### src/lsu_pkg.sv
package lsu_pkg;

    // --------------------------------------------------
    // widths
    // --------------------------------------------------
    localparam int unsigned XLEN          = 64;
    localparam int unsigned BE_WIDTH      = 8;
    localparam int unsigned TRANS_ID_BITS = 3;
    // sv39, bits 63 down to VA_BITS-1 must match
    localparam int unsigned VA_BITS       = 39;
    localparam int unsigned CAUSE_WIDTH   = 64;

    // --------------------------------------------------
    // exception cause codes
    // --------------------------------------------------
    localparam logic [CAUSE_WIDTH-1:0] CAUSE_LD_MISALIGNED = 64'd4;
    localparam logic [CAUSE_WIDTH-1:0] CAUSE_ST_MISALIGNED = 64'd6;
    localparam logic [CAUSE_WIDTH-1:0] CAUSE_LD_PAGE_FAULT = 64'd13;
    localparam logic [CAUSE_WIDTH-1:0] CAUSE_ST_PAGE_FAULT = 64'd15;

    // functional unit of the issued instruction
    typedef enum logic [1:0] {
        FU_NONE,
        FU_LOAD,
        FU_STORE
    } fu_e;

    // load and store operators
    typedef enum logic [3:0] {
        LD, LW, LWU, LH, LHU, LB, LBU,
        SD, SW, SH, SB
    } lsu_op_e;

    // access size
    typedef enum logic [1:0] {
        SIZE_B,
        SIZE_H,
        SIZE_W,
        SIZE_D
    } size_e;

endpackage
### src/lsu_top.sv
`timescale 1ns/1ps

module lsu_top import lsu_pkg::*; (
    input  logic                     clk_i,
    input  logic                     rst_ni,
    input  logic                     flush_i,

    input  logic                     lsu_valid_i,
    input  fu_e                      fu_i,
    input  lsu_op_e                  operator_i,
    input  logic [XLEN-1:0]          operand_a_i,
    input  logic [XLEN-1:0]          operand_b_i,
    input  logic [XLEN-1:0]          imm_i,
    input  logic [TRANS_ID_BITS-1:0] trans_id_i,
    output logic                     lsu_ready_o,

    output logic                     mem_req_o,
    input  logic                     mem_gnt_i,
    output logic [XLEN-1:0]          mem_addr_o,
    output logic [BE_WIDTH-1:0]      mem_be_o,
    output logic                     mem_we_o,
    output logic [XLEN-1:0]          mem_wdata_o,

    output logic                     lsu_valid_o,
    output logic [TRANS_ID_BITS-1:0] lsu_trans_id_o,
    output logic                     lsu_ex_valid_o,
    output logic [CAUSE_WIDTH-1:0]   lsu_ex_cause_o,
    output logic [XLEN-1:0]          lsu_ex_tval_o
);

    // decoded request
    logic                     req_valid;
    logic [XLEN-1:0]          req_vaddr;
    logic [XLEN-1:0]          req_wdata;
    logic [BE_WIDTH-1:0]      req_be;
    size_e                    req_size;
    fu_e                      req_fu;
    lsu_op_e                  req_op;

    // head of the buffer
    logic                     head_valid;
    logic [XLEN-1:0]          head_vaddr;
    logic [XLEN-1:0]          head_wdata;
    logic [BE_WIDTH-1:0]      head_be;
    size_e                    head_size;
    fu_e                      head_fu;
    logic [TRANS_ID_BITS-1:0] head_trans_id;

    logic                     fault;
    logic [CAUSE_WIDTH-1:0]   fault_cause;
    logic [XLEN-1:0]          fault_tval;
    logic                     pop;

    lsu_addr_decode u_lsu_addr_decode (
        .lsu_valid_i (lsu_valid_i),
        .fu_i        (fu_i),
        .operator_i  (operator_i),
        .operand_a_i (operand_a_i),
        .operand_b_i (operand_b_i),
        .imm_i       (imm_i),
        .req_valid_o (req_valid),
        .req_vaddr_o (req_vaddr),
        .req_wdata_o (req_wdata),
        .req_be_o    (req_be),
        .req_size_o  (req_size),
        .req_fu_o    (req_fu),
        .req_op_o    (req_op)
    );

    lsu_bypass u_lsu_bypass (
        .clk_i           (clk_i),
        .rst_ni          (rst_ni),
        .flush_i         (flush_i),
        .req_valid_i     (req_valid),
        .req_vaddr_i     (req_vaddr),
        .req_wdata_i     (req_wdata),
        .req_be_i        (req_be),
        .req_size_i      (req_size),
        .req_fu_i        (req_fu),
        .req_op_i        (req_op),
        .req_trans_id_i  (trans_id_i),
        .pop_i           (pop),
        .head_valid_o    (head_valid),
        .head_vaddr_o    (head_vaddr),
        .head_wdata_o    (head_wdata),
        .head_be_o       (head_be),
        .head_size_o     (head_size),
        .head_fu_o       (head_fu),
        .head_op_o       (),
        .head_trans_id_o (head_trans_id),
        .ready_o         (lsu_ready_o)
    );

    lsu_addr_check u_lsu_addr_check (
        .head_valid_i  (head_valid),
        .head_vaddr_i  (head_vaddr),
        .head_size_i   (head_size),
        .head_fu_i     (head_fu),
        .fault_o       (fault),
        .fault_cause_o (fault_cause),
        .fault_tval_o  (fault_tval)
    );

    lsu_result u_lsu_result (
        .clk_i           (clk_i),
        .rst_ni          (rst_ni),
        .flush_i         (flush_i),
        .mem_gnt_i       (mem_gnt_i),
        .head_valid_i    (head_valid),
        .head_vaddr_i    (head_vaddr),
        .head_wdata_i    (head_wdata),
        .head_be_i       (head_be),
        .head_fu_i       (head_fu),
        .head_trans_id_i (head_trans_id),
        .fault_i         (fault),
        .fault_cause_i   (fault_cause),
        .fault_tval_i    (fault_tval),
        .pop_o           (pop),
        .mem_req_o       (mem_req_o),
        .mem_addr_o      (mem_addr_o),
        .mem_be_o        (mem_be_o),
        .mem_we_o        (mem_we_o),
        .mem_wdata_o     (mem_wdata_o),
        .lsu_valid_o     (lsu_valid_o),
        .lsu_trans_id_o  (lsu_trans_id_o),
        .lsu_ex_valid_o  (lsu_ex_valid_o),
        .lsu_ex_cause_o  (lsu_ex_cause_o),
        .lsu_ex_tval_o   (lsu_ex_tval_o)
    );

endmodule

### src/lsu_result.sv
`timescale 1ns/1ps

module lsu_result import lsu_pkg::*; (
    input  logic                     clk_i,
    input  logic                     rst_ni,
    input  logic                     flush_i,
    input  logic                     mem_gnt_i,

    input  logic                     head_valid_i,
    input  logic [XLEN-1:0]          head_vaddr_i,
    input  logic [XLEN-1:0]          head_wdata_i,
    input  logic [BE_WIDTH-1:0]      head_be_i,
    input  fu_e                      head_fu_i,
    input  logic [TRANS_ID_BITS-1:0] head_trans_id_i,
    input  logic                     fault_i,
    input  logic [CAUSE_WIDTH-1:0]   fault_cause_i,
    input  logic [XLEN-1:0]          fault_tval_i,

    output logic                     pop_o,
    output logic                     mem_req_o,
    output logic [XLEN-1:0]          mem_addr_o,
    output logic [BE_WIDTH-1:0]      mem_be_o,
    output logic                     mem_we_o,
    output logic [XLEN-1:0]          mem_wdata_o,

    output logic                     lsu_valid_o,
    output logic [TRANS_ID_BITS-1:0] lsu_trans_id_o,
    output logic                     lsu_ex_valid_o,
    output logic [CAUSE_WIDTH-1:0]   lsu_ex_cause_o,
    output logic [XLEN-1:0]          lsu_ex_tval_o
);

    // --------------------------------------------------
    // memory port, straight from the head
    // --------------------------------------------------
    assign mem_req_o   = head_valid_i && !fault_i && !flush_i;
    assign mem_addr_o  = head_vaddr_i;
    assign mem_be_o    = head_be_i;
    assign mem_we_o    = (head_fu_i == FU_STORE);
    assign mem_wdata_o = head_wdata_i;

    // faults retire at once, others wait for the grant
    assign pop_o = head_valid_i && (fault_i || (mem_req_o && mem_gnt_i));

    // --------------------------------------------------
    // completion
    // --------------------------------------------------
    always_ff @(posedge clk_i or negedge rst_ni) begin
        if (!rst_ni) begin
            lsu_valid_o    <= 1'b0;
            lsu_ex_valid_o <= 1'b0;
        end else begin
            lsu_valid_o    <= pop_o && !flush_i;
            lsu_ex_valid_o <= pop_o && !flush_i && fault_i;
        end
    end

    always_ff @(posedge clk_i) begin
        if (pop_o) begin
            lsu_trans_id_o <= head_trans_id_i;
            lsu_ex_cause_o <= fault_cause_i;
            lsu_ex_tval_o  <= fault_tval_i;
        end
    end

endmodule

### src/lsu_addr_check.sv
`timescale 1ns/1ps

module lsu_addr_check import lsu_pkg::*; (
    input  logic                   head_valid_i,
    input  logic [XLEN-1:0]        head_vaddr_i,
    input  size_e                  head_size_i,
    input  fu_e                    head_fu_i,

    output logic                   fault_o,
    output logic [CAUSE_WIDTH-1:0] fault_cause_o,
    output logic [XLEN-1:0]        fault_tval_o
);

    logic misaligned;
    logic non_canonical;
    logic is_store;

    assign is_store = (head_fu_i == FU_STORE);

    // --------------------------------------------------
    // alignment
    // --------------------------------------------------
    always_comb begin : misaligned_detect
        case (head_size_i)
            SIZE_D:  misaligned = (head_vaddr_i[2:0] != 3'b000);
            SIZE_W:  misaligned = (head_vaddr_i[1:0] != 2'b00);
            SIZE_H:  misaligned = head_vaddr_i[0];
            // bytes are always aligned
            default: misaligned = 1'b0;
        endcase
    end

    // upper bits must all be copies of bit VA_BITS-1
    assign non_canonical = !((&head_vaddr_i[XLEN-1:VA_BITS-1]) ||
                             !(|head_vaddr_i[XLEN-1:VA_BITS-1]));

    // page fault wins over misalignment
    always_comb begin : cause_select
        fault_cause_o = '0;
        if (non_canonical) begin
            fault_cause_o = is_store ? CAUSE_ST_PAGE_FAULT : CAUSE_LD_PAGE_FAULT;
        end else if (misaligned) begin
            fault_cause_o = is_store ? CAUSE_ST_MISALIGNED : CAUSE_LD_MISALIGNED;
        end
    end

    assign fault_o      = head_valid_i && (misaligned || non_canonical);
    assign fault_tval_o = head_vaddr_i;

endmodule

### src/lsu_bypass.sv
`timescale 1ns/1ps

module lsu_bypass import lsu_pkg::*; (
    input  logic                     clk_i,
    input  logic                     rst_ni,
    input  logic                     flush_i,

    input  logic                     req_valid_i,
    input  logic [XLEN-1:0]          req_vaddr_i,
    input  logic [XLEN-1:0]          req_wdata_i,
    input  logic [BE_WIDTH-1:0]      req_be_i,
    input  size_e                    req_size_i,
    input  fu_e                      req_fu_i,
    input  lsu_op_e                  req_op_i,
    input  logic [TRANS_ID_BITS-1:0] req_trans_id_i,
    input  logic                     pop_i,

    output logic                     head_valid_o,
    output logic [XLEN-1:0]          head_vaddr_o,
    output logic [XLEN-1:0]          head_wdata_o,
    output logic [BE_WIDTH-1:0]      head_be_o,
    output size_e                    head_size_o,
    output fu_e                      head_fu_o,
    output lsu_op_e                  head_op_o,
    output logic [TRANS_ID_BITS-1:0] head_trans_id_o,
    output logic                     ready_o
);

    // storage, one slot per entry
    logic [XLEN-1:0]          mem_vaddr_q    [2];
    logic [XLEN-1:0]          mem_wdata_q    [2];
    logic [BE_WIDTH-1:0]      mem_be_q       [2];
    size_e                    mem_size_q     [2];
    fu_e                      mem_fu_q       [2];
    lsu_op_e                  mem_op_q       [2];
    logic [TRANS_ID_BITS-1:0] mem_trans_id_q [2];

    logic [1:0] valid_n, valid_q;
    logic       rd_ptr_n, rd_ptr_q;
    logic       wr_ptr_n, wr_ptr_q;
    logic [1:0] cnt_n, cnt_q;
    logic       empty;

    assign empty   = (cnt_q == 2'd0);
    assign ready_o = empty;

    // --------------------------------------------------
    // pointer and counter update
    // --------------------------------------------------
    always_comb begin : next_state
        valid_n  = valid_q;
        rd_ptr_n = rd_ptr_q;
        wr_ptr_n = wr_ptr_q;
        cnt_n    = cnt_q;

        if (req_valid_i) begin
            valid_n[wr_ptr_q] = 1'b1;
            wr_ptr_n          = wr_ptr_q + 1'b1;
            cnt_n             = cnt_n + 2'd1;
        end

        // head leaves, slot is free again
        if (pop_i) begin
            valid_n[rd_ptr_q] = 1'b0;
            rd_ptr_n          = rd_ptr_q + 1'b1;
            cnt_n             = cnt_n - 2'd1;
        end

        if (flush_i) begin
            valid_n  = '0;
            rd_ptr_n = 1'b0;
            wr_ptr_n = 1'b0;
            cnt_n    = '0;
        end
    end

    always_ff @(posedge clk_i or negedge rst_ni) begin
        if (!rst_ni) begin
            valid_q  <= '0;
            rd_ptr_q <= 1'b0;
            wr_ptr_q <= 1'b0;
            cnt_q    <= '0;
        end else begin
            valid_q  <= valid_n;
            rd_ptr_q <= rd_ptr_n;
            wr_ptr_q <= wr_ptr_n;
            cnt_q    <= cnt_n;
        end
    end

    always_ff @(posedge clk_i) begin
        if (req_valid_i) begin
            mem_vaddr_q[wr_ptr_q]    <= req_vaddr_i;
            mem_wdata_q[wr_ptr_q]    <= req_wdata_i;
            mem_be_q[wr_ptr_q]       <= req_be_i;
            mem_size_q[wr_ptr_q]     <= req_size_i;
            mem_fu_q[wr_ptr_q]       <= req_fu_i;
            mem_op_q[wr_ptr_q]       <= req_op_i;
            mem_trans_id_q[wr_ptr_q] <= req_trans_id_i;
        end
    end

    // --------------------------------------------------
    // head selection
    // --------------------------------------------------
    // empty buffer passes the new request straight through
    always_comb begin : head_select
        if (empty) begin
            head_valid_o    = req_valid_i;
            head_vaddr_o    = req_vaddr_i;
            head_wdata_o    = req_wdata_i;
            head_be_o       = req_be_i;
            head_size_o     = req_size_i;
            head_fu_o       = req_fu_i;
            head_op_o       = req_op_i;
            head_trans_id_o = req_trans_id_i;
        end else begin
            head_valid_o    = valid_q[rd_ptr_q];
            head_vaddr_o    = mem_vaddr_q[rd_ptr_q];
            head_wdata_o    = mem_wdata_q[rd_ptr_q];
            head_be_o       = mem_be_q[rd_ptr_q];
            head_size_o     = mem_size_q[rd_ptr_q];
            head_fu_o       = mem_fu_q[rd_ptr_q];
            head_op_o       = mem_op_q[rd_ptr_q];
            head_trans_id_o = mem_trans_id_q[rd_ptr_q];
        end
    end

endmodule

### src/lsu_addr_decode.sv
`timescale 1ns/1ps

module lsu_addr_decode import lsu_pkg::*; (
    input  logic                lsu_valid_i,
    input  fu_e                 fu_i,
    input  lsu_op_e             operator_i,
    input  logic [XLEN-1:0]     operand_a_i,
    input  logic [XLEN-1:0]     operand_b_i,
    input  logic [XLEN-1:0]     imm_i,

    output logic                req_valid_o,
    output logic [XLEN-1:0]     req_vaddr_o,
    output logic [XLEN-1:0]     req_wdata_o,
    output logic [BE_WIDTH-1:0] req_be_o,
    output size_e               req_size_o,
    output fu_e                 req_fu_o,
    output lsu_op_e             req_op_o
);

    logic [XLEN-1:0]       vaddr;
    size_e                 size;
    logic [BE_WIDTH-1:0]   size_mask;
    // wide enough to see bytes shifted past byte 7
    logic [2*BE_WIDTH-2:0] be_wide;

    // --------------------------------------------------
    // address generation
    // --------------------------------------------------
    assign vaddr = $unsigned($signed(imm_i) + $signed(operand_a_i));

    // operator to access size
    always_comb begin : size_decode
        case (operator_i)
            LD, SD:       size = SIZE_D;
            LW, LWU, SW:  size = SIZE_W;
            LH, LHU, SH:  size = SIZE_H;
            default:      size = SIZE_B;
        endcase
    end

    // --------------------------------------------------
    // byte enable
    // --------------------------------------------------
    always_comb begin : size_to_mask
        case (size)
            SIZE_D:  size_mask = 8'b1111_1111;
            SIZE_W:  size_mask = 8'b0000_1111;
            SIZE_H:  size_mask = 8'b0000_0011;
            default: size_mask = 8'b0000_0001;
        endcase
    end

    assign be_wide = {{(BE_WIDTH-1){1'b0}}, size_mask} << vaddr[2:0];

    // access crossing the 8-byte line gets no byte enable
    assign req_be_o = (|be_wide[2*BE_WIDTH-2:BE_WIDTH]) ? '0 : be_wide[BE_WIDTH-1:0];

    assign req_valid_o = lsu_valid_i;
    assign req_vaddr_o = vaddr;
    assign req_wdata_o = operand_b_i;
    assign req_size_o  = size;
    assign req_fu_o    = fu_i;
    assign req_op_o    = operator_i;

endmodule

### config.mk
export PLATFORM = sky130hd
export DESIGN_NAME = lsu_top
export DESIGN_NICKNAME = d
export VERILOG_FILES = /design/src/lsu_pkg.sv /design/src/lsu_top.sv /design/src/lsu_result.sv /design/src/lsu_addr_check.sv /design/src/lsu_bypass.sv /design/src/lsu_addr_decode.sv
export SDC_FILE = /design/constraint.sdc
export NUM_CORES = 1
export LEC_CHECK = 0
export BUFFER_PORTS_ARGS = -buffer_cell sky130_fd_sc_hd__buf_2
export CAP_MARGIN = 20
export CORE_ASPECT_RATIO = 0.9
export CORE_MARGIN = 2
export CORE_UTILIZATION = 36
export CTS_BUF_LIST = sky130_fd_sc_hd__clkbuf_4 sky130_fd_sc_hd__clkbuf_8
export CTS_CLUSTER_SIZE = 20
export DETAILED_ROUTE_END_ITERATION = 8
export GPL_TIMING_DRIVEN = 1
export PLACE_DENSITY = 0.57
export RECOVER_POWER = 100
export SYNTH_ARGS = -nofsm -noshare
export SYNTH_HDL_FRONTEND = slang
export SYNTH_HIERARCHICAL = 1
export SYNTH_SLANG_ARGS = --single-unit
export TNS_END_PERCENT = 10
### constraint.sdc
create_clock -name clk_i -period 13.1 [get_ports clk_i]
set_input_delay 0.655 -clock clk_i [delete_from_list [all_inputs] [get_ports clk_i]]
set_output_delay 0.655 -clock clk_i [all_outputs]
set_load 0.005 [all_outputs]
# == Word level (Yosys, flattened, before mapping) ==
# Memories as Yosys holds them, arrays and structs flattened.
# Index checks and enable logic that the tools add are counted.
# totals
register_bits,139
ram_bits,286
rom_bits,32
input_bits,206
word_cells,92
memories,7
# memory_table
name,depth,word_bits,read_ports,rd_clocked_by_memory_dff,write_ports,line_no,text
u_lsu_bypass.mem_vaddr_q,2,64,1,0,1,lsu_bypass.sv:30,logic [XLEN-1:0] mem_vaddr_q [2];
u_lsu_bypass.mem_wdata_q,2,64,1,0,1,lsu_bypass.sv:31,logic [XLEN-1:0] mem_wdata_q [2];
(no name shown),16,2,1,0,0,lsu_addr_decode.sv:33,case (operator_i)
u_lsu_bypass.mem_be_q,2,8,1,0,1,lsu_bypass.sv:32,logic [BE_WIDTH-1:0] mem_be_q [2];
u_lsu_bypass.mem_trans_id_q,2,3,1,0,1,lsu_bypass.sv:36,logic [TRANS_ID_BITS-1:0] mem_trans_id_q [2];
u_lsu_bypass.mem_fu_q,2,2,1,0,1,lsu_bypass.sv:34,fu_e mem_fu_q [2];
1 more memories,--,--,--,--,--,--,
# op_classes
add_sub_neg,5
magnitude_cmp,4
eq_ne,7
shift,1
n_mux,32
bitwise,3
n_reduce_logical,24
# ops
operator,n
64-bit 2-to-1 mux,4
64-bit adder,1
26-bit AND reduction,1
26-bit OR reduction,1
8-bit one-hot mux with 3 select lines,1
2-bit 2-to-1 mux,10
8-bit 2-to-1 mux,2
8-bit by 3-bit left shift with 15-bit output,1
1-bit 2-to-1 mux,11
"2-bit equality test, second input constant",5
1-bit logical AND,9
7-bit OR reduction,1
2-bit nonzero test,3
"2-bit by 1-bit equality test with 1-bit output, second input constant",2
1-bit zero test,4
"1-bit by 2-bit < comparator with 1-bit output, second input constant",2
1-bit logical OR,3
3-bit 2-to-1 mux,1
1-bit one-hot mux with 3 select lines,1
3-bit nonzero test,1
"1-bit adder, second input constant",2
"2-bit by 1-bit adder with 2-bit output, second input constant",1
2-bit AND,1
1-bit demux with 1-bit select,2
5 further kinds,6

# == Depth between registers and ports, before layout ==
# Gate-level depths: netlist of the first run.
# logic_depth
word_depth,16
mapped_depth,22

# == Hierarchy ==
# The synthesis of the first run kept the hierarchy.
# modules_own_cells
mod,n_inst,cells_per_inst,area_each_um2,seq_area_each_um2
lsu_bypass,1,819,12229.2,8978.6
lsu_result,1,278,5057.4,3983.8
lsu_addr_decode,1,672,4539.4,0.0
lsu_addr_check,1,154,1128.6,0.0

# == Worst setup path before layout of the first run ==
# Ideal clock, no wire load.
# synth_timing
path_type,input to register
startpoint,input operand_a_i[0]
endpoint,register u_lsu_bypass.cnt_q[1]
t_arrival_ns,10.663
setup_slack_ns,2.316
stages,22
cell_sequence,ha_1 -> fa_1 -> a21o_1 -> a221oi_2 -> and3_1 -> or4_4 -> a311oi_2 -> o211ai_1 -> a21oi_1 -> o21ai_0 -> xnor2_1 -> nand2_1 -> o21ai_1 -> nor4_1 -> nand3_1 -> o22ai_4 -> a21boi_1 -> inv_1 -> a21boi_1 -> nand2_1 -> xnor2_1 -> a22o_1
# synth_via
elab_chain_cells,16
word_cells_on_any_way,20
# synth_lines
element,line_no,text
from (decl),lsu_top.sv:11,"input logic [XLEN-1:0] operand_a_i,"
64-bit adder (*),lsu_addr_decode.sv:29,assign vaddr = $unsigned($signed(imm_i) + $signed(operand_a_i));
via req_vaddr[54],lsu_top.sv:33,logic [XLEN-1:0] req_vaddr;
64-bit 2-to-1 mux (*),lsu_bypass.sv:108,if (empty) begin
via head_vaddr[54],lsu_top.sv:42,logic [XLEN-1:0] head_vaddr;
26-bit OR reduction,lsu_addr_check.sv:35,!(|head_vaddr_i[XLEN-1:VA_BITS-1]));
1-bit zero test,lsu_addr_check.sv:35,
1-bit logical OR (*),lsu_addr_check.sv:34,assign non_canonical = !((&head_vaddr_i[XLEN-1:VA_BITS-1]) ||
1-bit zero test (*),lsu_addr_check.sv:34,
[2 not listed],--,
via fault,lsu_top.sv:49,logic fault;
[1 not listed],--,
1-bit logical AND (2 in series),lsu_result.sv:36,assign mem_req_o = head_valid_i && !fault_i && !flush_i;
1-bit logical AND,lsu_result.sv:43,assign pop_o = head_valid_i && (fault_i || (mem_req_o && mem_gnt_i));
1-bit logical OR (*),lsu_result.sv:43,
1-bit logical AND (*),lsu_result.sv:43,
via pop,lsu_top.sv:52,logic pop;
2-bit 2-to-1 mux (*),lsu_bypass.sv:63,if (pop_i) begin
2-bit 2-to-1 mux (*),lsu_bypass.sv:69,if (flush_i) begin
via u_lsu_bypass.cnt_n[1],lsu_bypass.sv:41,"logic [1:0] cnt_n, cnt_q;"
to (signal assigned),lsu_bypass.sv:87,cnt_q <= cnt_n;
to (decl),lsu_bypass.sv:41,
# The timed path passes the listed nets; every way through them passes the cells marked *.
# A chain may end at the register's enable or synchronous reset.

# == Worst setup path in the final report of the first run ==
# layout_timing
startpoint,register u_lsu_bypass.cnt_q[0]
endpoint,output mem_req_o
# layout_via
elab_chain_cells,11
word_cells_on_any_way,20
# layout_lines
element,line_no,text
2-bit zero test (*),lsu_bypass.sv:44,assign empty = (cnt_q == 2'd0);
64-bit 2-to-1 mux,lsu_bypass.sv:108,
26-bit OR reduction,lsu_addr_check.sv:35,
1-bit zero test,lsu_addr_check.sv:35,
1-bit logical OR,lsu_addr_check.sv:34,
1-bit zero test,lsu_addr_check.sv:34,
1-bit logical OR,lsu_addr_check.sv:47,assign fault_o = head_valid_i && (misaligned || non_canonical);
1-bit logical AND (*),lsu_addr_check.sv:47,
via fault,lsu_top.sv:49,
1-bit zero test (*),lsu_result.sv:36,
1-bit logical AND (*) (2 in series),lsu_result.sv:36,
to (decl),lsu_top.sv:17,"output logic mem_req_o,"
# Marks and branches as above.

==> results of run 1 <==
cell usage in the layout, fill, tap and decap left out, drive strengths merged, types with 9 or more instances in the layout:
master    n
clkbuf  369
nand4    30
a21oi    83
conb     60
edfxtp  417
nor2b    12
ha       68
o21ai   191
buf     223
o21a     13
nor2     52
nand2   210
nor3      9
o21bai   10
xor2     24
inv      23
nand3    16
clkinv   26
mux2i   144
a21o     43
xnor2    43
flip-flops by register name, indices dropped and copies added (netlist names):
| name | cells |
|---|---|
| u_lsu_bypass/cnt_q | 2 |
| u_lsu_bypass/mem_be_q | 16 |
| u_lsu_bypass/mem_fu_q | 4 |
| u_lsu_bypass/mem_size_q | 4 |
| u_lsu_bypass/mem_trans_id_q | 6 |
| u_lsu_bypass/mem_vaddr_q | 128 |
| u_lsu_bypass/mem_wdata_q | 128 |
| u_lsu_bypass/rd_ptr_q | 1 |
| u_lsu_bypass/valid_q | 2 |
| u_lsu_bypass/wr_ptr_q | 1 |
| u_lsu_result/lsu_ex_cause_o | 64 |
| u_lsu_result/lsu_ex_tval_o | 64 |
| u_lsu_result/lsu_ex_valid_o | 1 |
| u_lsu_result/lsu_trans_id_o | 3 |
| u_lsu_result/lsu_valid_o | 1 |
worst max-delay path, cell delays in order, from the launching register on:
cell      delay (ns)
dfrtp_1         0.39
inv_1           0.10
ha_1            1.35
buf_4           0.70
clkbuf_1        2.29
o21ai_0         0.99
nor4_1          0.49
nand4_1         0.18
o22ai_1         0.44
a21boi_1        0.18
nor2_1          0.18
clkbuf_1        0.13
worst paths after layout:
path	end	cells past startpoint
min in group asynchronous	u_lsu_result/lsu_valid_o	2
worst max register to register	u_lsu_bypass/cnt_q[1]	15
max in group asynchronous	u_lsu_bypass/valid_q[0]	2
worst min-delay path	u_lsu_bypass/mem_wdata_q[1][30]	1
worst max-delay path	mem_req_o	11
worst min register to register	u_lsu_bypass/valid_q[1]	1
per-layer routing:
layer  global-route usage (%)  part of all wire, %
met1                     20.6                   43
met2                     26.3                   47
met3                     4.10                  6.9
met4                     5.64                  2.4
met5                        0                    0
area by class of cell:
class	instances	area, sq um	share of cell area, %
sequential	425	12700	51.8
timing repair buffer	491	2150	8.73
multi-input combinational	1100	7060	28.7
tap	845	1060	4.30
clock buffer	102	1260	5.13
clock inverter	33	270	1.10
inverter	19	71.3	0.290
power groups by stage:
stage / registers, mW / clock network [mW] / logic [mW]
floorplan: 1.98 / 0 / 1.73
finish: 1.91 / 1.25 / 1.84
global placement: 1.92 / 0 / 1.94
global route: 1.93 / 1.35 / 2.04
detailed placement: 1.93 / 0 / 1.95
CTS: 1.90 / 1.30 / 1.96
through the flow:
step	worst slack (ns)	power, mW	utilization (%)	hold slack, ns	std cells
global placement	6.35	3.86	37.7	0.473	2879
global route	3.32	5.32	39.4	0.175	3015
detailed placement	6.21	3.88	37.7	0.498	2879
floorplan	2.32	3.70	-	0.359	1958
CTS	6.75	5.15	40.1	0.109	3015
finish	4.31	4.99	39.4	0.232	3015
==> out/results.ini, run 1 <==
[detailed_routing]
dr.pass1.iters = 5
ant_nets = 0
drtIter0Drc = 971
viasPerCell = 4.77
num_vias = 14400
wirelength_mm = 53.8
wl_per_cell_um = 17.8
drc = 0

[outcome]
status = finished with violations
failed_checks = capacitance limit, slew limit

[layout]
area_growth_pct = 8.73
drive_gt1_share_pct = 16.2
final_area_sq_mm = 0.0246
num_antenna_cells = 0
fillers = 6081
fin_nets = 2388

[yosys]
synth_area_sq_mm = 0.0226
ys_warn_count = 6
synthCells = 1899
syn_avg_cell_area_sq_um = 11.9

[power]
power_frac_clock_pct = 25.0
irDropWorstVdd_v = 0.0000934
p_per_area_mw_per_mm2 = 203
p_sw_share_pct = 36.5
pwr-share-seq_pct = 38.2
p_comb_share_pct = 36.8
power_switching_mw = 1.82
leakagePower_nw = 9.10
p_int_mw = 3.17

[sta]
fmax_ghz = 0.114
hold_viol = 0
setup_violations = 0
slew-limit-headroom_pct = -173
period_minus_slack_ns = 8.79
post-route-period-util_pct = 67.1
slew_viol_final = 533
max_slew.worst_pin.slew_ns = 4.09
final.setup.tns_ns = 0
skew_ns = 0.0296
rsz0062_at_grt = no

[clock_tree]
hold_buffers = 1
htreeDepth = 3
clock_path_buffers = 3
worstSkewPairLatency_ns = 0.65
postCtsSetupRepairBufs = 0
numCtsBuffers = 76
cts_resized = 0
cts_tree = yes
clk_pin_slew_ns = 0.06
cts.sinks = 425
cts_root_buf = clkbuf_8

[grt]
grt_pass1_vias = 14200
antenna_found_initial = 0
grt_first_pass_wirelength_mm = 80.8
track_usage_pct = 16.1
grt_max_degree = 91
grt_overflow = 0

[setup_path]
startpoint = u_lsu_bypass/cnt_q[0]
required_ns = 12.44
cp-start-kind = flip-flop
cp_max_fo = 83
worstSetupEndpointType = primary output
rrSetupSlack_ns = 4.33
cp.arrival_ns = 8.13
worstSetupPathType = flip-flop to primary output
reg2reg_from = u_lsu_bypass/cnt_q[0]

[floorplan]
initial_core_util_pct = 36.2
dieWidth_um = 268
pin_count = 478
core-area_sq_mm = 0.0624
die_h_um = 242
die-area_sq_mm = 0.0648
rows = 87

[min_path]
min_from = operand_b_i[30]
hold_class = primary input to flip-flop

[job]
drv_cap = 10

[placed_design]
gp_congestion = 0.910
dp_hpwl_mm = 37.9
placed_area_sq_mm = 0.0235
port-buffer-count = 477

(Power assumes the default switching activity.)
==> run 2, diff against run 1 <==
--- a/config.mk
+++ b/config.mk
@@ -14,7 +14,7 @@
 export CTS_CLUSTER_SIZE = 20
 export DETAILED_ROUTE_END_ITERATION = 8
 export GPL_TIMING_DRIVEN = 1
-export PLACE_DENSITY = 0.57
+export PLACE_DENSITY = 0.6
 export RECOVER_POWER = 100
 export SYNTH_ARGS = -nofsm -noshare
 export SYNTH_HDL_FRONTEND = slang
==> constraint.sdc (replaced) <==
create_clock -name clk_i -period 7.1 [get_ports clk_i]
set_input_delay 0.355 -clock clk_i [delete_from_list [all_inputs] [get_ports clk_i]]
set_output_delay 0.355 -clock clk_i [all_outputs]
set_load 0.005 [all_outputs]
==> out/results.ini, run 2 (synthesis gave the netlist of run 1 again) <==
[layout]
final_cells = 3089  ; was 3015
top_regs = u_lsu_bypass/mem_vaddr_q (128), u_lsu_bypass/mem_wdata_q (128)  ; unchanged
layout_commonest_cell = edfxtp_1  ; unchanged
drive_gt1_share_pct = 15.1  ; was 16.2%
fin_nets = 2461  ; was 2388
layout_common_cells = edfxtp_1 (417), clkbuf_1 (272), nand2_1 (210), buf_2 (209), o21ai_0 (182)  ; was edfxtp_1 (417), clkbuf_1 (261), buf_2 (216), nand2_1 (210), o21ai_0 (187)
final_area_sq_mm = 0.0252  ; was 0.0246 sq mm
seqCellArea_sq_mm = 0.0127  ; unchanged
area_growth_pct = 11.6  ; was 8.73%
fillers = 6101  ; was 6081
multi_input_area_sq_mm = 0.00710  ; was 0.00706 sq mm

[detailed_routing]
wl_per_cell_um = 18.0  ; was 17.8 um
dr.pass1.iters = 6  ; was 5
wirelength_mm = 55.6  ; was 53.8 mm
viasPerCell = 4.74  ; was 4.77
ant_nets = 0  ; unchanged
drc = 0  ; unchanged
drtIter0Drc = 861  ; was 971
num_vias = 14700  ; was 14400

[outcome]
status = finished with violations  ; unchanged
failed_checks = capacitance limit, slew limit  ; unchanged

[floorplan]
initial_core_util_pct = 36.2  ; unchanged
die_h_um = 242  ; unchanged
dieWidth_um = 268  ; unchanged
die-area_sq_mm = 0.0648  ; unchanged
core-area_sq_mm = 0.0624  ; unchanged
rows = 87  ; unchanged
pin_count = 478  ; unchanged

[grt]
grt_first_pass_wirelength_mm = 82.7  ; was 80.8 mm
track_usage_pct = 16.5  ; was 16.1%
grt_overflow = 0  ; unchanged
grt_max_degree = 159  ; was 91
antenna_found_initial = 3  ; was 0
grt_pass1_vias = 14700  ; was 14200

[setup_path]
cp_max_fo = 42  ; was 83
worstSetupEndpointType = flip-flop  ; was primary output
cpMaxStageDelayCell = or4_1  ; was clkbuf_1
cp.arrival_ns = 6.86  ; was 8.13 ns
worstSetupPathType = primary input to flip-flop  ; was flip-flop to primary output
cp-start-kind = primary input  ; was flip-flop
slowest_delay_ns = 0.66  ; was 2.29 ns
critPathTopFamily = compound AO/OA/AOI/OAI gates  ; was buffers and inverters
required_ns = 7.65  ; was 12.44 ns
path_buf_inv = 3  ; was 4
path_cells = clkbuf_1 -> ha_1 -> fa_1 -> a21o_1 -> a221oi_1 -> and3_1 -> or4_1 -> a211oi_1 -> o21ai_0 -> o211ai_1 -> nand2_1 -> xnor2_1 -> nand2_1 -> o21ai_0 -> nor4_1 -> nand3_1 -> o22ai_4 -> a21boi_1 -> inv_1 -> a21boi_4 -> buf_4 -> nor2b_1 -> xnor2_1 -> a22o_1  ; was inv_1 -> ha_1 -> buf_4 -> clkbuf_1 -> o21ai_0 -> nor4_1 -> nand4_1 -> o22ai_1 -> a21boi_1 -> nor2_1 -> clkbuf_1

[placed_design]
dpl_worst_slack_ns = 0.646  ; was 6.21 ns
placed_cells = 2880  ; was 2879
gp_congestion = 0.908  ; was 0.910
placed_area_sq_mm = 0.0235  ; about the same
dp_hpwl_mm = 39.1  ; was 37.9 mm
port-buffer-count = 477  ; unchanged

[power]
irDropWorstVdd_v = 0.000305  ; was 0.0000934 V
p_per_area_mw_per_mm2 = 359  ; was 203 mW/mm^2
leakagePower_nw = 9.32  ; was 9.10 nW

[sta]
post-route-period-util_pct = 88.8
hold_viol = 0  ; unchanged
rsz0062_at_grt = no  ; unchanged
setup_violations = 0  ; unchanged
fmax_ghz = 0.159
max_slew.worst_pin.slew_ns = 4.10  ; was 4.09 ns
slew_viol_final = 390  ; was 533
skew_ns = 0.0428  ; was 0.0296 ns
period_minus_slack_ns = 6.31
slew-limit-headroom_pct = -174  ; was -173%
finalWorstSetupSlack_ns = 0.792  ; was 4.31 ns

[min_path]
hold_class = primary input to asynchronous set/reset pin  ; was primary input to flip-flop

[clock_tree]
cts_tree = yes  ; unchanged
clock_path_buffers = 3  ; unchanged
clk_pin_slew_ns = 0.06  ; about the same
numCtsBuffers = 76  ; unchanged
cts_resized = 0  ; unchanged
cts.sinks = 425  ; unchanged
worstSkewPairLatency_ns = 0.66  ; was 0.65 ns
htreeDepth = 3  ; unchanged
cts_root_buf = clkbuf_8  ; unchanged

[job]
drv_cap = 9  ; was 10

-- run 2: cell types whose count changed in the layout (fill, tap and decap cells not counted), moves of 4 or more --
cell           before  now
o21ai_0           187  182
clkbuf_1          261  272
clkinv_1           17   24
o21ai_1             4    8
clkbuf_4           23   11
dlygate4sd3_1       1   73
buf_2             216  209
clkinv_2            8   12
-- run 2: what timing repair did --
action                                  CTS  global route
endpoints found under the hold margin   155             0
buffers inserted                          0             0
endpoints found under the setup margin    0             0
hold buffers                             73             0
-- run 2: final timing paths --
check                                         from                               to  slack [ns]  cells after the start
min in group clk_i                 operand_a_i[63]  u_lsu_bypass/mem_vaddr_q[0][63]        0.24                      3
hold reg to reg            u_lsu_bypass/valid_q[1]          u_lsu_bypass/valid_q[1]        0.50                      1
setup / recovery                    operand_a_i[0]            u_lsu_bypass/cnt_q[1]        0.79                     24
setup reg to reg             u_lsu_bypass/rd_ptr_q            u_lsu_bypass/cnt_q[1]        1.08                     12
max in group asynchronous                   rst_ni         u_lsu_result/lsu_valid_o        6.54                      2
hold / removal                              rst_ni            u_lsu_bypass/wr_ptr_q        0.20                      2
-- run 2: cell type report --
cell class	count	area share [%]
clock buffers	89	4.58
inverters	19	0.283
repair buffers	564	11.4
flip-flops and latches	425	50.4
clock inverters	44	0.962
diodes	3	0.0297
multi-input cells	1100	28.1
well taps	845	4.19
-- run 2: metal layers --
metal	share of wire (%)	routed length (um)	track usage, %
met3	6.4	3530	4.19
met1	44	24400	21.3
met4	2.4	1330	5.39
met2	47	26300	26.9
met5	0	0	0
-- run 2: where the power goes --
| group | internal (mW) | total, mW | switching, mW |
|---|---|---|---|
| Clock | 1.10 | 2.14 | 1.04 |
| Combinational | 1.15 | 3.36 | 2.21 |
| Sequential | 3.39 | 3.56 | 0.167 |
-- run 2: metrics by stage --
| step | utilization [%] | setup TNS [ns] | power [mW] | hold slack [ns] |
|---|---|---|---|---|
| 2_1_floorplan | - | -69.38 | 6.78 | 0.0594 |
| 3_3_place_gp | 37.7 | 0 | 7.11 | 0.214 |
| 3_5_place_dp | 37.7 | 0 | 7.15 | 0.219 |
| 4_1_cts | 41.1 | 0 | 9.37 | 0.00187 |
| 5_1_grt | 40.5 | 0 | 9.65 | 0.146 |
| 6_report | 40.5 | 0 | 9.06 | 0.195 |
==> run 3, diff against run 2 <==
--- a/config.mk
+++ b/config.mk
@@ -8,7 +8,7 @@
 export BUFFER_PORTS_ARGS = -buffer_cell sky130_fd_sc_hd__buf_2
 export CAP_MARGIN = 20
 export CORE_ASPECT_RATIO = 0.9
-export CORE_MARGIN = 2
+export CORE_MARGIN = 5
 export CORE_UTILIZATION = 36
 export CTS_BUF_LIST = sky130_fd_sc_hd__clkbuf_4 sky130_fd_sc_hd__clkbuf_8
 export CTS_CLUSTER_SIZE = 20
==> out/results.ini, run 3 (synthesis gave the netlist of run 1 again) <==
[grt]
track_usage_pct = 16.0  ; was 16.5%
antenna_found_initial = 4  ; was 3
grt_overflow = 0  ; unchanged
grt_max_degree = 196  ; was 159
grt_first_pass_wirelength_mm = 85.3  ; was 82.7 mm
grt_pass1_vias = 15000  ; was 14700

[sta]
skew_ns = 0.0442  ; was 0.0428 ns
post-route-period-util_pct = 85.9  ; was 88.8%
fmax_ghz = 0.164  ; was 0.159 GHz
slew_viol_final = 266  ; was 390
slew-limit-headroom_pct = -169  ; was -174%
finalWorstSetupSlack_ns = 1.00  ; was 0.792 ns
rsz0062_at_grt = no  ; unchanged
max_slew.worst_pin.slew_ns = 4.03  ; was 4.10 ns
whs_ns = 0.159  ; was 0.195 ns
hold_viol = 0  ; unchanged
setup_violations = 0  ; unchanged
period_minus_slack_ns = 6.10  ; was 6.31 ns

[clock_tree]
cts_tree = yes  ; unchanged
numCtsBuffers = 77  ; was 76
postCtsSetupRepairBufs = 0  ; unchanged
clock_path_buffers = 3  ; unchanged
cts_root_buf = clkbuf_8  ; unchanged
clk_pin_slew_ns = 0.06  ; about the same
cts.sinks = 425  ; unchanged
worstSkewPairLatency_ns = 0.66  ; about the same
htreeDepth = 3  ; unchanged

[detailed_routing]
num_vias = 14800  ; was 14700
wl_per_cell_um = 18.4  ; was 18.0 um
drc = 0  ; unchanged
viasPerCell = 4.78  ; was 4.74
drtIter0Drc = 964  ; was 861
ant_nets = 0  ; unchanged
dr.pass1.iters = 5  ; was 6
wirelength_mm = 56.8  ; was 55.6 mm

[floorplan]
pin_count = 478  ; unchanged
die_h_um = 248  ; was 242 um
dieWidth_um = 274  ; was 268 um
rows = 87  ; unchanged
core-area_sq_mm = 0.0625  ; was 0.0624 sq mm
initial_core_util_pct = 36.2  ; about the same
die-area_sq_mm = 0.0679  ; was 0.0648 sq mm

[layout]
seqCellArea_sq_mm = 0.0127  ; about the same
layout_common_cells = edfxtp_1 (417), clkbuf_1 (285), nand2_1 (210), buf_2 (199), o21ai_0 (190)  ; was edfxtp_1 (417), clkbuf_1 (272), nand2_1 (210), buf_2 (209), o21ai_0 (182)
top_regs = u_lsu_bypass/mem_vaddr_q (128), u_lsu_bypass/mem_wdata_q (128)  ; unchanged
fillers = 6113  ; was 6101
layout_commonest_cell = edfxtp_1  ; unchanged
multi_input_area_sq_mm = 0.00709  ; was 0.00710 sq mm
area_growth_pct = 12.0  ; was 11.6%
fin_nets = 2462  ; was 2461
drive_gt1_share_pct = 14.9  ; was 15.1%

[placed_design]
port-buffer-count = 477  ; unchanged
dpl_worst_slack_ns = 0.934  ; was 0.646 ns
gp_congestion = 0.916  ; was 0.908
dp_hpwl_mm = 40.0  ; was 39.1 mm

[power]
p_sw_share_pct = 37.3  ; was 37.7%
leakagePower_nw = 9.33  ; was 9.32 nW
pwr-share-seq_pct = 38.9  ; was 39.3%
power_frac_clock_pct = 24.9  ; was 23.6%
p_per_area_mw_per_mm2 = 362  ; was 359 mW/mm^2
p_int_mw = 5.75  ; was 5.64 mW
power_switching_mw = 3.41  ; was 3.42 mW
finalPower_mw = 9.16  ; was 9.06 mW
irDropWorstVdd_v = 0.000340  ; was 0.000305 V
p_comb_share_pct = 36.3  ; was 37.1%

[setup_path]
rrSetupSlack_ns = 1.86  ; was 1.08 ns
worstSetupPathType = primary input to primary output  ; was primary input to flip-flop
cp_max_fo = 4  ; was 42
cp-start-kind = primary input  ; unchanged
reg2reg_to = u_lsu_result/lsu_ex_cause_o[26]  ; was u_lsu_bypass/cnt_q[1]
required_ns = 6.74  ; was 7.65 ns
cp.arrival_ns = 5.74  ; was 6.86 ns
worstSetupEndpointType = primary output  ; was flip-flop
reg2reg_from = u_lsu_bypass/cnt_q[0]  ; was u_lsu_bypass/rd_ptr_q
r2r_cells = 11  ; was 12

[min_path]
hold_class = primary input to asynchronous set/reset pin  ; unchanged

[outcome]
status = finished with violations  ; unchanged
failed_checks = capacitance limit, slew limit  ; unchanged

[job]
drv_cap = 5  ; was 9

## run 3: changes by cell type in the layout (fill, tap and decap cells not counted), sizes merged
cell    change
diode       -2
buf        -10
bufinv      +2
inv         -1
clkinv     -15
clkbuf     +22
## run 3: how the worst max path moves through the flow
stage	startpoint	to	slack [ns]	depth (start not counted)
after floorplan	lsu_valid_i	u_lsu_bypass/mem_be_q[0][0]	-0.48	3
final	operand_a_i[0]	mem_req_o	1.00	19
after CTS	operand_a_i[0]	mem_req_o	1.56	20
after global routing	operand_a_i[0]	mem_req_o	0.72	19
after global placement	operand_a_i[0]	u_lsu_bypass/cnt_q[1]	1.03	24
after detailed placement	operand_a_i[0]	u_lsu_bypass/cnt_q[1]	0.93	24
## run 3: cell type report
cell class,count,area share [%]
multi-input combinational,1100,28.0
timing repair buffer,564,11.4
sequential,425,50.3
tap,845,4.18
antenna,1,0.00989
clock inverter,30,0.924
inverter,19,0.282
clock buffer,101,4.97
## run 3: through the flow
step                      util [%]  area [sq um]  TNS (ns)  instances
after floorplan                  -         22800    -69.38       1958
after global placement        37.6         23500         0       2879
after detailed placement      37.6         23500         0       2879
after CTS                     41.2         25700         0       3083
after global routing          40.5         25300         0       3085
final                         40.5         25300         0       3085
## run 3: critical path, cell delays in order
cell and delay [ns]:
clkbuf_1 0.29, ha_1 0.28, fa_1 0.22, a21o_1 0.17, a221oi_1 0.13, and3_1 0.21, or4_1 0.66, a211oi_1 0.57
o21ai_0 0.40, o21ai_0 0.38, xor2_1 0.37, nand2_1 0.10, o21ai_0 0.30, nand4_1 0.16, or3_2 0.51, o22ai_4 0.20
a21boi_1 0.14, nor2_1 0.14, clkbuf_1 0.13
## run 3: power groups by stage
stage | Clock [mW] | Sequential, mW | Combinational (mW)
5_1_grt | 2.48 | 3.60 | 3.71
3_5_place_dp | 0 | 3.60 | 3.59
3_3_place_gp | 0 | 3.59 | 3.55
4_1_cts | 2.36 | 3.55 | 3.63
2_1_floorplan | 0 | 3.59 | 3.19
6_report | 2.28 | 3.56 | 3.32
## run 3: repair_timing
action	in CTS	in global routing
hold buffers	73	0
endpoints found under the setup margin	0	0
gates resized for setup	0	0
hold endpoints to repair	154	0
## run 3: routing by layer
| layer | vias to the layer above | GRT usage [%] | wire length [um] |
|---|---|---|---|
| met5 | - | 0 | 13 |
| met4 | 2 | 6.23 | 1940 |
| met3 | 120 | 4.22 | 4260 |
| met2 | 525 | 26.3 | 26800 |
| met1 | 7027 | 20.4 | 23800 |
| li1 | 7083 | - | - |
